$ cat src/ntm_fixed_pkg.sv
/*
  Fixed-point number format for the hidden gate datapath
  Signed Q4.12 words and the breakpoints of the piecewise-linear tanh
*/

package ntm_fixed_pkg;

  // Word format
  localparam int DATA_WIDTH = 16;
  localparam int FRAC_BITS  = 12;

  // Magnitude of a word needs one extra bit for -8.0
  localparam int MAG_WIDTH  = DATA_WIDTH + 1;
  // Full product of two words
  localparam int PROD_WIDTH = 2 * DATA_WIDTH;

  typedef logic signed [DATA_WIDTH-1:0] data_t;
  typedef logic        [MAG_WIDTH-1:0]  mag_t;
  typedef logic signed [PROD_WIDTH-1:0] prod_t;

  // Constants in Q4.12
  localparam data_t FX_ONE     = 16'sd4096;
  localparam data_t FX_QUARTER = 16'sd1024;

  // Tanh segments, linear below 0.5, saturated from 1.5
  localparam data_t SEG_LOW    = 16'sd2048;
  localparam data_t SEG_HIGH   = 16'sd6144;

endpackage

$ cat src/ntm_gate_ctrl_pkg.sv
/*
  Control types of the hidden gate vector unit
  Vector length, input FSM states and the structs that carry one element
  from stage to stage
*/

package ntm_gate_ctrl_pkg;

  // Vector length, 1 to 255
  localparam int LENGTH_WIDTH = 8;

  typedef logic [LENGTH_WIDTH-1:0] length_t;

  // Input stage FSM
  // ISSUE is the cycle in which both request pulses are high
  typedef enum logic [1:0] {
    IDLE    = 2'd0,
    COLLECT = 2'd1,
    ISSUE   = 2'd2
  } input_state_t;

  // Paired s and o, input stage to tanh
  typedef struct packed {
    ntm_fixed_pkg::data_t s;
    ntm_fixed_pkg::data_t o;
    logic                 last;
  } gate_pair_t;

  // Tanh result with its o, tanh to multiplier
  typedef struct packed {
    ntm_fixed_pkg::data_t t;
    ntm_fixed_pkg::data_t o;
    logic                 last;
  } tanh_elem_t;

  // Hidden element, multiplier to output stage
  typedef struct packed {
    ntm_fixed_pkg::data_t h;
    logic                 last;
  } hidden_elem_t;

endpackage

$ cat src/ntm_gate_input_stage.sv
/*
  Input stage of the hidden gate vector unit
  Latches the vector length on START, pulses the s and o requests and
  pairs the two answers, which may come in any order. The pair of the
  final element is tagged with last
*/

`timescale 1ns/1ps

module ntm_gate_input_stage (
  input  logic                          CLK,
  input  logic                          RST,
  input  logic                          start,
  input  ntm_gate_ctrl_pkg::length_t    size_l,
  input  ntm_fixed_pkg::data_t          s_in,
  input  logic                          s_in_enable,
  input  ntm_fixed_pkg::data_t          o_in,
  input  logic                          o_in_enable,
  output logic                          s_request,
  output logic                          o_request,
  output ntm_gate_ctrl_pkg::gate_pair_t pair,
  output logic                          pair_valid
);

  ntm_gate_ctrl_pkg::input_state_t state;
  ntm_gate_ctrl_pkg::length_t      remaining;
  ntm_fixed_pkg::data_t            s_hold;
  ntm_fixed_pkg::data_t            o_hold;
  logic                            s_full;
  logic                            o_full;
  logic                            busy;
  logic                            pair_fire;
  logic                            last_elem;

  //////////////////////////////////////////////////////////////////////
  // Pairing
  //////////////////////////////////////////////////////////////////////

  assign busy = (state != ntm_gate_ctrl_pkg::IDLE);

  // Both halves present, held or arriving this cycle
  assign pair_fire = busy & (s_full | s_in_enable) & (o_full | o_in_enable);
  assign last_elem = (remaining == ntm_gate_ctrl_pkg::length_t'(1));

  // Requests straight from the state register
  assign s_request = (state == ntm_gate_ctrl_pkg::ISSUE);
  assign o_request = (state == ntm_gate_ctrl_pkg::ISSUE);

  //////////////////////////////////////////////////////////////////////
  // FSM and element count
  //////////////////////////////////////////////////////////////////////

  always_ff @(posedge CLK or posedge RST) begin
    if (RST) begin
      state     <= ntm_gate_ctrl_pkg::IDLE;
      remaining <= '0;
    end else begin
      case (state)
        ntm_gate_ctrl_pkg::IDLE: begin
          if (start) begin
            state     <= ntm_gate_ctrl_pkg::ISSUE;
            remaining <= size_l;
          end
        end
        ntm_gate_ctrl_pkg::COLLECT, ntm_gate_ctrl_pkg::ISSUE: begin
          if (pair_fire) begin
            remaining <= remaining - 1'b1;
            // Next request goes out with this pair
            state     <= last_elem ? ntm_gate_ctrl_pkg::IDLE : ntm_gate_ctrl_pkg::ISSUE;
          end else begin
            state <= ntm_gate_ctrl_pkg::COLLECT;
          end
        end
        default: begin
          state <= ntm_gate_ctrl_pkg::IDLE;
        end
      endcase
    end
  end

  // Full flags, cleared when the pair leaves
  always_ff @(posedge CLK or posedge RST) begin
    if (RST) begin
      s_full     <= 1'b0;
      o_full     <= 1'b0;
      pair_valid <= 1'b0;
    end else begin
      pair_valid <= pair_fire;
      if (pair_fire) begin
        s_full <= 1'b0;
        o_full <= 1'b0;
      end else begin
        if (s_in_enable) s_full <= 1'b1;
        if (o_in_enable) o_full <= 1'b1;
      end
    end
  end

  // Holding registers and pair payload
  always_ff @(posedge CLK) begin
    if (s_in_enable) s_hold <= s_in;
    if (o_in_enable) o_hold <= o_in;
    if (pair_fire) begin
      pair.s    <= s_full ? s_hold : s_in;
      pair.o    <= o_full ? o_hold : o_in;
      pair.last <= last_elem;
    end
  end

  //////////////////////////////////////////////////////////////////////
  // Protocol checks
  //////////////////////////////////////////////////////////////////////

  // One answer per request
  a_s_overrun: assert property (@(posedge CLK) disable iff (RST) s_in_enable |-> !s_full)
    else $error("s strobe while s element already held");
  a_o_overrun: assert property (@(posedge CLK) disable iff (RST) o_in_enable |-> !o_full)
    else $error("o strobe while o element already held");

  // No answers outside a vector
  a_idle_strobe: assert property (@(posedge CLK) disable iff (RST)
    (s_in_enable || o_in_enable) |-> busy)
    else $error("input strobe with no vector in progress");

  a_start_busy: assert property (@(posedge CLK) disable iff (RST) start |-> !busy)
    else $error("START while a vector is in progress");
  a_zero_len: assert property (@(posedge CLK) disable iff (RST) start |-> size_l != '0)
    else $error("START with zero vector length");

endmodule

$ cat src/ntm_hidden_gate_vector.sv
/*
  Hidden gate vector of the NTM controller, h = o * tanh(s)
  Elements stream in on request, pass through the tanh and multiplier
  pipeline and leave four cycles after the later input strobe
*/

`timescale 1ns/1ps

module ntm_hidden_gate_vector (
  input  logic                       CLK,
  input  logic                       RST,
  input  logic                       START,
  output logic                       READY,
  input  logic                       S_IN_ENABLE,
  input  logic                       O_IN_ENABLE,
  output logic                       S_OUT_ENABLE,
  output logic                       O_OUT_ENABLE,
  output logic                       H_OUT_ENABLE,
  input  ntm_gate_ctrl_pkg::length_t SIZE_L_IN,
  input  ntm_fixed_pkg::data_t       S_IN,
  input  ntm_fixed_pkg::data_t       O_IN,
  output ntm_fixed_pkg::data_t       H_OUT
);

  //////////////////////////////////////////////////////////////////////
  // Stage links
  //////////////////////////////////////////////////////////////////////

  ntm_gate_ctrl_pkg::gate_pair_t   pair;
  logic                            pair_valid;
  ntm_gate_ctrl_pkg::tanh_elem_t   tanh_out;
  logic                            tanh_valid;
  ntm_gate_ctrl_pkg::hidden_elem_t prod;
  logic                            prod_valid;

  // Requests and pairing
  ntm_gate_input_stage input_stage (
    .CLK         (CLK),
    .RST         (RST),
    .start       (START),
    .size_l      (SIZE_L_IN),
    .s_in        (S_IN),
    .s_in_enable (S_IN_ENABLE),
    .o_in        (O_IN),
    .o_in_enable (O_IN_ENABLE),
    .s_request   (S_OUT_ENABLE),
    .o_request   (O_OUT_ENABLE),
    .pair        (pair),
    .pair_valid  (pair_valid)
  );

  // tanh(s), two cycles
  ntm_vector_tanh vector_tanh (
    .CLK        (CLK),
    .RST        (RST),
    .pair       (pair),
    .pair_valid (pair_valid),
    .tanh_out   (tanh_out),
    .tanh_valid (tanh_valid)
  );

  // o * tanh(s), one cycle
  ntm_vector_multiplier vector_multiplier (
    .CLK        (CLK),
    .RST        (RST),
    .tanh_in    (tanh_out),
    .tanh_valid (tanh_valid),
    .prod       (prod),
    .prod_valid (prod_valid)
  );

  // h register and READY
  ntm_hidden_output_stage output_stage (
    .CLK          (CLK),
    .RST          (RST),
    .prod         (prod),
    .prod_valid   (prod_valid),
    .h_out        (H_OUT),
    .h_out_enable (H_OUT_ENABLE),
    .ready        (READY)
  );

endmodule

$ cat src/ntm_hidden_output_stage.sv
/*
  Output register of the hidden gate vector unit
  Holds h between strobes, pulses its enable and marks the end of the
  vector with READY
*/

`timescale 1ns/1ps

module ntm_hidden_output_stage (
  input  logic                            CLK,
  input  logic                            RST,
  input  ntm_gate_ctrl_pkg::hidden_elem_t prod,
  input  logic                            prod_valid,
  output ntm_fixed_pkg::data_t            h_out,
  output logic                            h_out_enable,
  output logic                            ready
);

  //////////////////////////////////////////////////////////////////////
  // Output register
  //////////////////////////////////////////////////////////////////////

  // h_out is visible at the port, cleared on reset
  always_ff @(posedge CLK or posedge RST) begin
    if (RST) begin
      h_out <= '0;
    end else if (prod_valid) begin
      h_out <= prod.h;
    end
  end

  //////////////////////////////////////////////////////////////////////
  // Strobes
  //////////////////////////////////////////////////////////////////////

  always_ff @(posedge CLK or posedge RST) begin
    if (RST) begin
      h_out_enable <= 1'b0;
      ready        <= 1'b0;
    end else begin
      h_out_enable <= prod_valid;
      // Same cycle as the final h strobe
      ready        <= prod_valid & prod.last;
    end
  end

endmodule

$ cat src/ntm_vector_multiplier.sv
/*
  Element product h = o * tanh(s) in Q4.12
  Full 32-bit product, floored back to a word by an arithmetic shift
*/

`timescale 1ns/1ps

module ntm_vector_multiplier (
  input  logic                            CLK,
  input  logic                            RST,
  input  ntm_gate_ctrl_pkg::tanh_elem_t   tanh_in,
  input  logic                            tanh_valid,
  output ntm_gate_ctrl_pkg::hidden_elem_t prod,
  output logic                            prod_valid
);

  ntm_fixed_pkg::prod_t full_prod;
  ntm_fixed_pkg::prod_t scaled;
  ntm_fixed_pkg::data_t h_next;

  //////////////////////////////////////////////////////////////////////
  // Product and rescale
  //////////////////////////////////////////////////////////////////////

  // Q8.24 product
  assign full_prod = tanh_in.o * tanh_in.t;

  // Back to Q4.12, rounds toward minus infinity
  assign scaled = full_prod >>> ntm_fixed_pkg::FRAC_BITS;
  assign h_next = scaled[ntm_fixed_pkg::DATA_WIDTH-1:0];

  always_ff @(posedge CLK) begin
    if (tanh_valid) begin
      prod.h    <= h_next;
      prod.last <= tanh_in.last;
    end
  end

  always_ff @(posedge CLK or posedge RST) begin
    if (RST) begin
      prod_valid <= 1'b0;
    end else begin
      prod_valid <= tanh_valid;
    end
  end

  // Bits dropped above the word are only sign copies
  a_prod_fits: assert property (@(posedge CLK) disable iff (RST)
    tanh_valid |-> scaled == ntm_fixed_pkg::prod_t'(h_next))
    else $error("hidden element overflows Q4.12");

endmodule

$ cat src/ntm_vector_tanh.sv
/*
  Piecewise-linear tanh on the s element, two pipeline stages
  Stage 1 splits sign and magnitude, stage 2 picks the segment and
  restores the sign. o and last ride along unchanged
*/

`timescale 1ns/1ps

module ntm_vector_tanh (
  input  logic                          CLK,
  input  logic                          RST,
  input  ntm_gate_ctrl_pkg::gate_pair_t pair,
  input  logic                          pair_valid,
  output ntm_gate_ctrl_pkg::tanh_elem_t tanh_out,
  output logic                          tanh_valid
);

  logic signed [ntm_fixed_pkg::MAG_WIDTH-1:0] s_ext;
  ntm_fixed_pkg::mag_t                        s_abs;
  logic                                       s1_valid;
  logic                                       s1_sign;
  logic                                       s1_last;
  ntm_fixed_pkg::mag_t                        s1_mag;
  ntm_fixed_pkg::data_t                       s1_o;
  ntm_fixed_pkg::mag_t                        seg_mag;
  ntm_fixed_pkg::data_t                       seg_val;

  //////////////////////////////////////////////////////////////////////
  // Stage 1, sign and magnitude
  //////////////////////////////////////////////////////////////////////

  // 17 bits so that -8.0 has a magnitude
  assign s_ext = pair.s;
  assign s_abs = s_ext[ntm_fixed_pkg::MAG_WIDTH-1] ? -s_ext : s_ext;

  always_ff @(posedge CLK) begin
    if (pair_valid) begin
      s1_sign <= pair.s[ntm_fixed_pkg::DATA_WIDTH-1];
      s1_mag  <= s_abs;
      s1_o    <= pair.o;
      s1_last <= pair.last;
    end
  end

  //////////////////////////////////////////////////////////////////////
  // Stage 2, segment select
  //////////////////////////////////////////////////////////////////////

  always_comb begin
    if (s1_mag < ntm_fixed_pkg::mag_t'(ntm_fixed_pkg::SEG_LOW)) begin
      // Linear, slope 1
      seg_mag = s1_mag;
    end else if (s1_mag < ntm_fixed_pkg::mag_t'(ntm_fixed_pkg::SEG_HIGH)) begin
      // Slope 1/2, meets 0.5 and 1.0 at the ends
      seg_mag = ntm_fixed_pkg::mag_t'(ntm_fixed_pkg::FX_QUARTER) + (s1_mag >> 1);
    end else begin
      seg_mag = ntm_fixed_pkg::mag_t'(ntm_fixed_pkg::FX_ONE);
    end
  end

  // Magnitude is at most 1.0 here, so the top bit is free
  assign seg_val = s1_sign ? -ntm_fixed_pkg::data_t'(seg_mag)
                           : ntm_fixed_pkg::data_t'(seg_mag);

  always_ff @(posedge CLK) begin
    if (s1_valid) begin
      tanh_out.t    <= seg_val;
      tanh_out.o    <= s1_o;
      tanh_out.last <= s1_last;
    end
  end

  // Valid pipe
  always_ff @(posedge CLK or posedge RST) begin
    if (RST) begin
      s1_valid   <= 1'b0;
      tanh_valid <= 1'b0;
    end else begin
      s1_valid   <= pair_valid;
      tanh_valid <= s1_valid;
    end
  end

  // Multiplier relies on |t| <= 1.0 for its range
  a_tanh_range: assert property (@(posedge CLK) disable iff (RST)
    tanh_valid |-> (tanh_out.t <= ntm_fixed_pkg::FX_ONE) &&
                   (tanh_out.t >= -ntm_fixed_pkg::FX_ONE))
    else $error("tanh magnitude above 1.0");

endmodule

$ cat config.mk
export PLATFORM = sky130hd
export DESIGN_NAME = ntm_hidden_gate_vector
export DESIGN_NICKNAME = d
export VERILOG_FILES = /design/src/ntm_fixed_pkg.sv /design/src/ntm_gate_ctrl_pkg.sv /design/src/ntm_gate_input_stage.sv /design/src/ntm_hidden_gate_vector.sv /design/src/ntm_hidden_output_stage.sv /design/src/ntm_vector_multiplier.sv /design/src/ntm_vector_tanh.sv
export SDC_FILE = /design/constraint.sdc
export NUM_CORES = 1
export LEC_CHECK = 0
export ABC_AREA = 0
export BUFFER_PORTS_ARGS = -buffer_cell sky130_fd_sc_hd__buf_4
export CAP_MARGIN = 15
export CORE_UTILIZATION = 60
export DETAILED_ROUTE_END_ITERATION = 8
export GPL_TIMING_DRIVEN = 0
export PLACE_DENSITY = 0.78
export SLEW_MARGIN = 20
export SYNTH_ARGS = -nofsm -noshare
export SYNTH_HDL_FRONTEND = slang
export SYNTH_SLANG_ARGS = --single-unit
$ cat constraint.sdc
create_clock -name CLK -period 7.33 [get_ports CLK]
set_input_delay 0.733 -clock CLK [delete_from_list [all_inputs] [get_ports CLK]]
set_output_delay 0.733 -clock CLK [all_outputs]
set_load 0.02 [all_outputs]
Word-level counts from Yosys, hierarchy flattened
Index checks and enable logic that the tools add are counted.

Flip-flop bits (word level): 184. Input port bits: 45.

Magnitude comparators: 2. $add $sub $neg: 4. Equal/unequal tests: 5. Multipliers: 1. Bitwise logic cells: 5. Reductions and logical operators: 7. Muxes and demuxes: 17.

Operators with widths (count): $mux 16 (5); $mul 16x16->28 (1); $lt 17x12->1 const B (1); $lt 17x13->1 const B (1); $neg 16->17 (1); $add 11x16->16 const A (1); $mux 8 (2); $neg 16->16 (1); $pmux 8 s2 (1); $mux 15 (1); $eq 8x1->1 const B (1); $reduce_bool 2->1 (4); $sub 8x1->8 const B (1); $mux 2 (3); $mux 1 (4); $pmux 2 s2 (1); $and 1x1->1 (3); $reduce_and 3->1 (1); $eq 2x1->1 const B (1); $eq 2x2->1 const B (1); $logic_not 2->1 (1); $ne 2x1->1 const B (1); $ne 2x2->1 const B (1); $or 1x1->1 (2); $reduce_or 2->1 (1).

Longest topological paths before layout
Depth in word-level cells: 5. Mapped depth: 21. Gate-level depth less buffers: 20.

By module
Synthesis repeated with hierarchy kept, for this count alone.

Cells, all modules: 1422. Area, all modules: 16193.0 µm².

Modules (own cells, without submodules): ntm_vector_multiplier (cells an instance 991, instances 1, area an instance 9196.3 µm²); ntm_gate_input_stage (cells an instance 194, instances 1, area an instance 3205.6 µm²); ntm_vector_tanh (cells an instance 199, instances 1, area an instance 3084.2 µm²); ntm_hidden_output_stage (cells an instance 38, instances 1, area an instance 706.9 µm²).

Least setup slack after synthesis
OpenSTA, ideal clock, no wires.

Path type: reg-to-reg. From: reg, netlist name vector_tanh.tanh_out[24]. To: reg, netlist name vector_multiplier.prod[15]. Path slack: 1.473 ns. Data required time: 7.069 ns. Library setup time: 0.261 ns. Stages on the path, launching flop included: 22. Path buffers: 1. Arrival: 5.597 ns. Cells stage by stage: edfxtp_1 clkbuf_1 nand2_1 fa_1 inv_1 fa_1 inv_1 fa_1 inv_1 fa_1 fa_1 inv_1 fa_1 inv_1 ha_1 o21ai_1 a21oi_2 a21oi_1 a211oi_2 a21o_1 a21oi_2 o311a_1.

Word-level cells in the longest chain between the ends: 1.

RTL lines: $mul 16x16->28 (RTL line ntm_vector_multiplier.sv:26) `assign full_prod = tanh_in.o * tanh_in.t;`; net vector_multiplier.full_prod[26] (RTL line ntm_vector_multiplier.sv:17) `ntm_fixed_pkg::prod_t full_prod;`.

The timed path passes the listed nets, and every way through them passes these cells. A chain may end at the register's enable or synchronous reset.

Worst setup path in the final report
From: reg, netlist name vector_tanh.tanh_out[25]. To: reg, netlist name vector_multiplier.prod[15].

Word-level cells in the longest chain between the ends: 1.

RTL lines (RTL line): $mul 16x16->28 (ntm_vector_multiplier.sv:26); net vector_multiplier.full_prod[26] (ntm_vector_multiplier.sv:17).

The timed path passes the listed nets, and every way through them passes these cells.

==> impl_metrics.csv <==
group,metric,value,unit
status,status,"complete, no violations",
floorplan,die-area,0.0271,mm2
yosys,synth.area.top_cells,"fa_1 (29%), edfxtp_1 (28%), inv_1 (6.8%)",
yosys,synthFlopType,"edfxtp_1",
yosys,synth_warnings,0,
sta,finalCritPeriodShare,0.917,
global_routing,grt_max_degree,37,
worst_setup_path,critPathMaxStageDelay,660,ps
sta,final_max_slew_viol_count,0,
yosys,synth_area,0.0159,mm2
yosys,synth-edff-count,150,
worst_setup_path,critical_path_class,"register to register",
min_path,hold_class,"register to register",
sta,rsz0062_at_grt,"false",
clock_network,ctsResizeCount,0,
drt,ant_nets,0,
min_path,hold_path_depth,0,
worst_setup_path,cp_max_fo,10,
cells_and_area,insertedDiodeCount,0,
yosys,synth_top_area_cell,"fa_1",
global_routing,antenna_found_initial,0,
clock_network,cts_hold_buf,0,
worst_setup_path,crit_top_cell,"fa_1",
worst_setup_path,crit_chain,"clkbuf_1, nand2_1, fa_1, inv_1, fa_1, inv_1, fa_1, inv_1, fa_1, fa_1, inv_1, fa_1, inv_1, ha_1, o21ai_1, a21oi_2, a21oi_1, a211oi_2, a21o_1, a21oi_2, o311a_1",
yosys,seq_area_frac_synth,0.338,
sta,layout_min_cycle_time,6720,ps
floorplan,io-pin-count,65,
worst_setup_path,end_kind,"register",
global_routing,first_global_vias,10800,
worst_setup_path,cp-start-kind,"register",
drt,wl_per_cell,17.5,um
yosys,synth-seq-cells,184,
yosys,synthTopCellsByCount,"inv_1 (286), fa_1 (228), edfxtp_1 (150), nand2_1 (139), and2_1 (124)",
floorplan,die_h,165,um
cells_and_area,nFillCells,1931,
placed_design,globalplace.congestion,0.944,
sta,tns,0,ps
sta,finalHoldViolCount,0,
worst_setup_path,path_buf_inv,6,
drt,route.detailed.drc,0,
clock_network,cts_buffers,17,
clock_network,post_cts_buffers,0,
global_routing,grt_overflow_total,0,
worst_setup_path,crit_arrival,6930,ps
placed_design,dpl_worst_slack,689,ps
cells_and_area,syn_to_final_growth,9.84,%
yosys,async_flop_share,0.185,
drt,vias,10100,
clock_network,h-tree-depth,4,
yosys,syn_nets,1759,
sta,slew-limit-headroom,0.484,
flow_run,drv_cap,0,
clock_network,cts_tree,"yes",
sta,worstMarginPinSlew,774,ps
clock_network,cts_root_buffer,"clkbuf_16",
floorplan,start_util,0.610,
yosys,synth_cell_types,63,
sta,finalClockSkew,27.3,ps
clock_network,clockBufferDepth,2,
worst_setup_path,crit_family,"adder cells",
cells_and_area,nets,1842,
worst_setup_path,path_depth,21,
yosys,syn_inst,1403,
sta,setup_slack,611,ps
drt,avgViaCountPerCell,5.49,
worst_setup_path,cpMaxStageDelayCell,"edfxtp_1",
cells_and_area,utilization,0.671,
drt,drt-initial-drc-count,586,
global_routing,grt_pass1_wl,53200,um
floorplan,rows,59,
clock_network,clk_latency,470,ps
yosys,synth_most_common_cell,"inv_1",
sta,whs,373,ps
worst_setup_path,cp.required,7540,ps
clock_network,clkTransAtPathRegs,100,ps
placed_design,dp_hpwl,24800,um
clock_network,cts.sinks,184,
sta,setup_viol,0,
drt,totalWireLength,32000,um
yosys,synth_top_area_frac,0.288,
worst_setup_path,rr_worst_depth,21,
placed_design,port_buffers,64,
global_routing,track_usage,0.261,
drt,drt-pass1-iter-count,5,
sta,fmax,149,MHz
cells_and_area,drive_above_1_share,0.117,
floorplan,dieWidth,165,um
yosys,synth_area_per_cell,11.3,um2
floorplan,core,0.0260,mm2
-- path summary, 6_finish.rpt --
| path | startpoint | to | slack [ps] |
|---|---|---|---|
| max | vector_tanh.tanh_out[25]$_DFFE_PP_ | vector_multiplier.prod[15]$_DFFE_PP_ | 610 |
| min | vector_multiplier.prod_valid$_DFF_PP0_ | output_stage.h_out_enable$_DFF_PP0_ | 370 |
| max reg2reg | vector_tanh.tanh_out[25]$_DFFE_PP_ | vector_multiplier.prod[15]$_DFFE_PP_ | 610 |
| min reg2reg | vector_multiplier.prod_valid$_DFF_PP0_ | output_stage.h_out_enable$_DFF_PP0_ | 370 |
| max in group asynchronous | RST | vector_tanh.s1_valid$_DFF_PP0_ | 6370 |
| min in group asynchronous | RST | output_stage.h_out[8]$_DFFE_PP0P_ | 420 |
-- worst register-to-register path, stage by stage (launching register included) --
cell      delay (ps)
edfxtp_1         660
clkbuf_1         470
nand2_1          150
fa_1             530
inv_1             50
fa_1             490
inv_1             50
fa_1             550
inv_1             60
fa_1             460
fa_1             500
inv_1             60
fa_1             530
inv_1             50
ha_1             320
o21ai_1          130
a21oi_2          180
a21oi_1           90
a211oi_2         490
a21o_1           240
a21oi_2           80
o311a_1          330
-- routing by layer --
layer | vias to the layer above | wire length, um | global-route usage | part of all wire
met5 | - | 0 | 0 | 0
li1 | 4599 | - | - | -
met2 | 339 | 16000 | 0.441 | 0.50
met1 | 5047 | 12700 | 0.331 | 0.40
met4 | 0 | 1240 | 0.109 | 0.039
met3 | 83 | 2110 | 0.0507 | 0.066
-- stage by stage --
step                area (um2)  instances
global placement         16800       1802
CTS                      17400       1834
detailed placement       16800       1802
finish                   17400       1834
global route             17400       1834
floorplan                15900       1403
-- cells by family after synthesis --
group	synth area share
AND/OR/NAND/NOR	0.112
buffers and inverters	0.0801
adder cells (fa/ha/maj)	0.353
flip-flops	0.338
AO/OA/AOI/OAI	0.0501
XOR/XNOR	0.0320
multiplexers	0.0347
other	0.000236
-- cell type report --
cell class | count | area (um2) | share of cell area
Buffer | 46 | 189 | 0.0108
Tap cell | 335 | 419 | 0.0241
Clock buffer | 17 | 425 | 0.0244
Multi-Input combinational cell | 885 | 9240 | 0.530
Inverter | 288 | 1080 | 0.0620
Timing Repair Buffer | 64 | 480 | 0.0276
Clock inverter | 15 | 234 | 0.0134
Sequential cell | 184 | 5360 | 0.307
-- sequential cells by signal (all words and copies together) (netlist names), 2 cells and up --
name / cells
input_stage.o_hold: 16
output_stage.h_out: 16
vector_multiplier.prod: 17
input_stage.pair: 33
vector_tanh.tanh_out: 33
vector_tanh.s1_o: 16
input_stage.state: 2
input_stage.s_hold: 16
vector_tanh.s1_mag: 17
input_stage.remaining: 8
-- cells in the final DEF (no fill, tap or decap), drive strengths merged, types with 3 or more instances in the layout --
master	Yosys	layout
nor3	4	4
nand3	15	15
o21ai	27	27
buf	10	74
xor2	14	14
ha	83	83
mux2	48	48
and3	3	3
a21o	4	4
clkinv	1	4
and2	124	124
inv	287	299
a211o	3	3
nor4	6	6
nor3b	3	3
a21oi	29	29
clkbuf	36	53
xnor2	44	44
a31oi	5	5
a22oi	11	11
edfxtp	150	150
o31ai	8	8
nand2b	7	7
nand4	7	7
dfrtp	34	34
o22ai	6	6
nor2	34	34
nand2	139	139
fa	228	228
a211oi	8	8
Power is not shown: default switching activity piles up to over one toggle a cycle in this logic, so the estimate is an artifact.
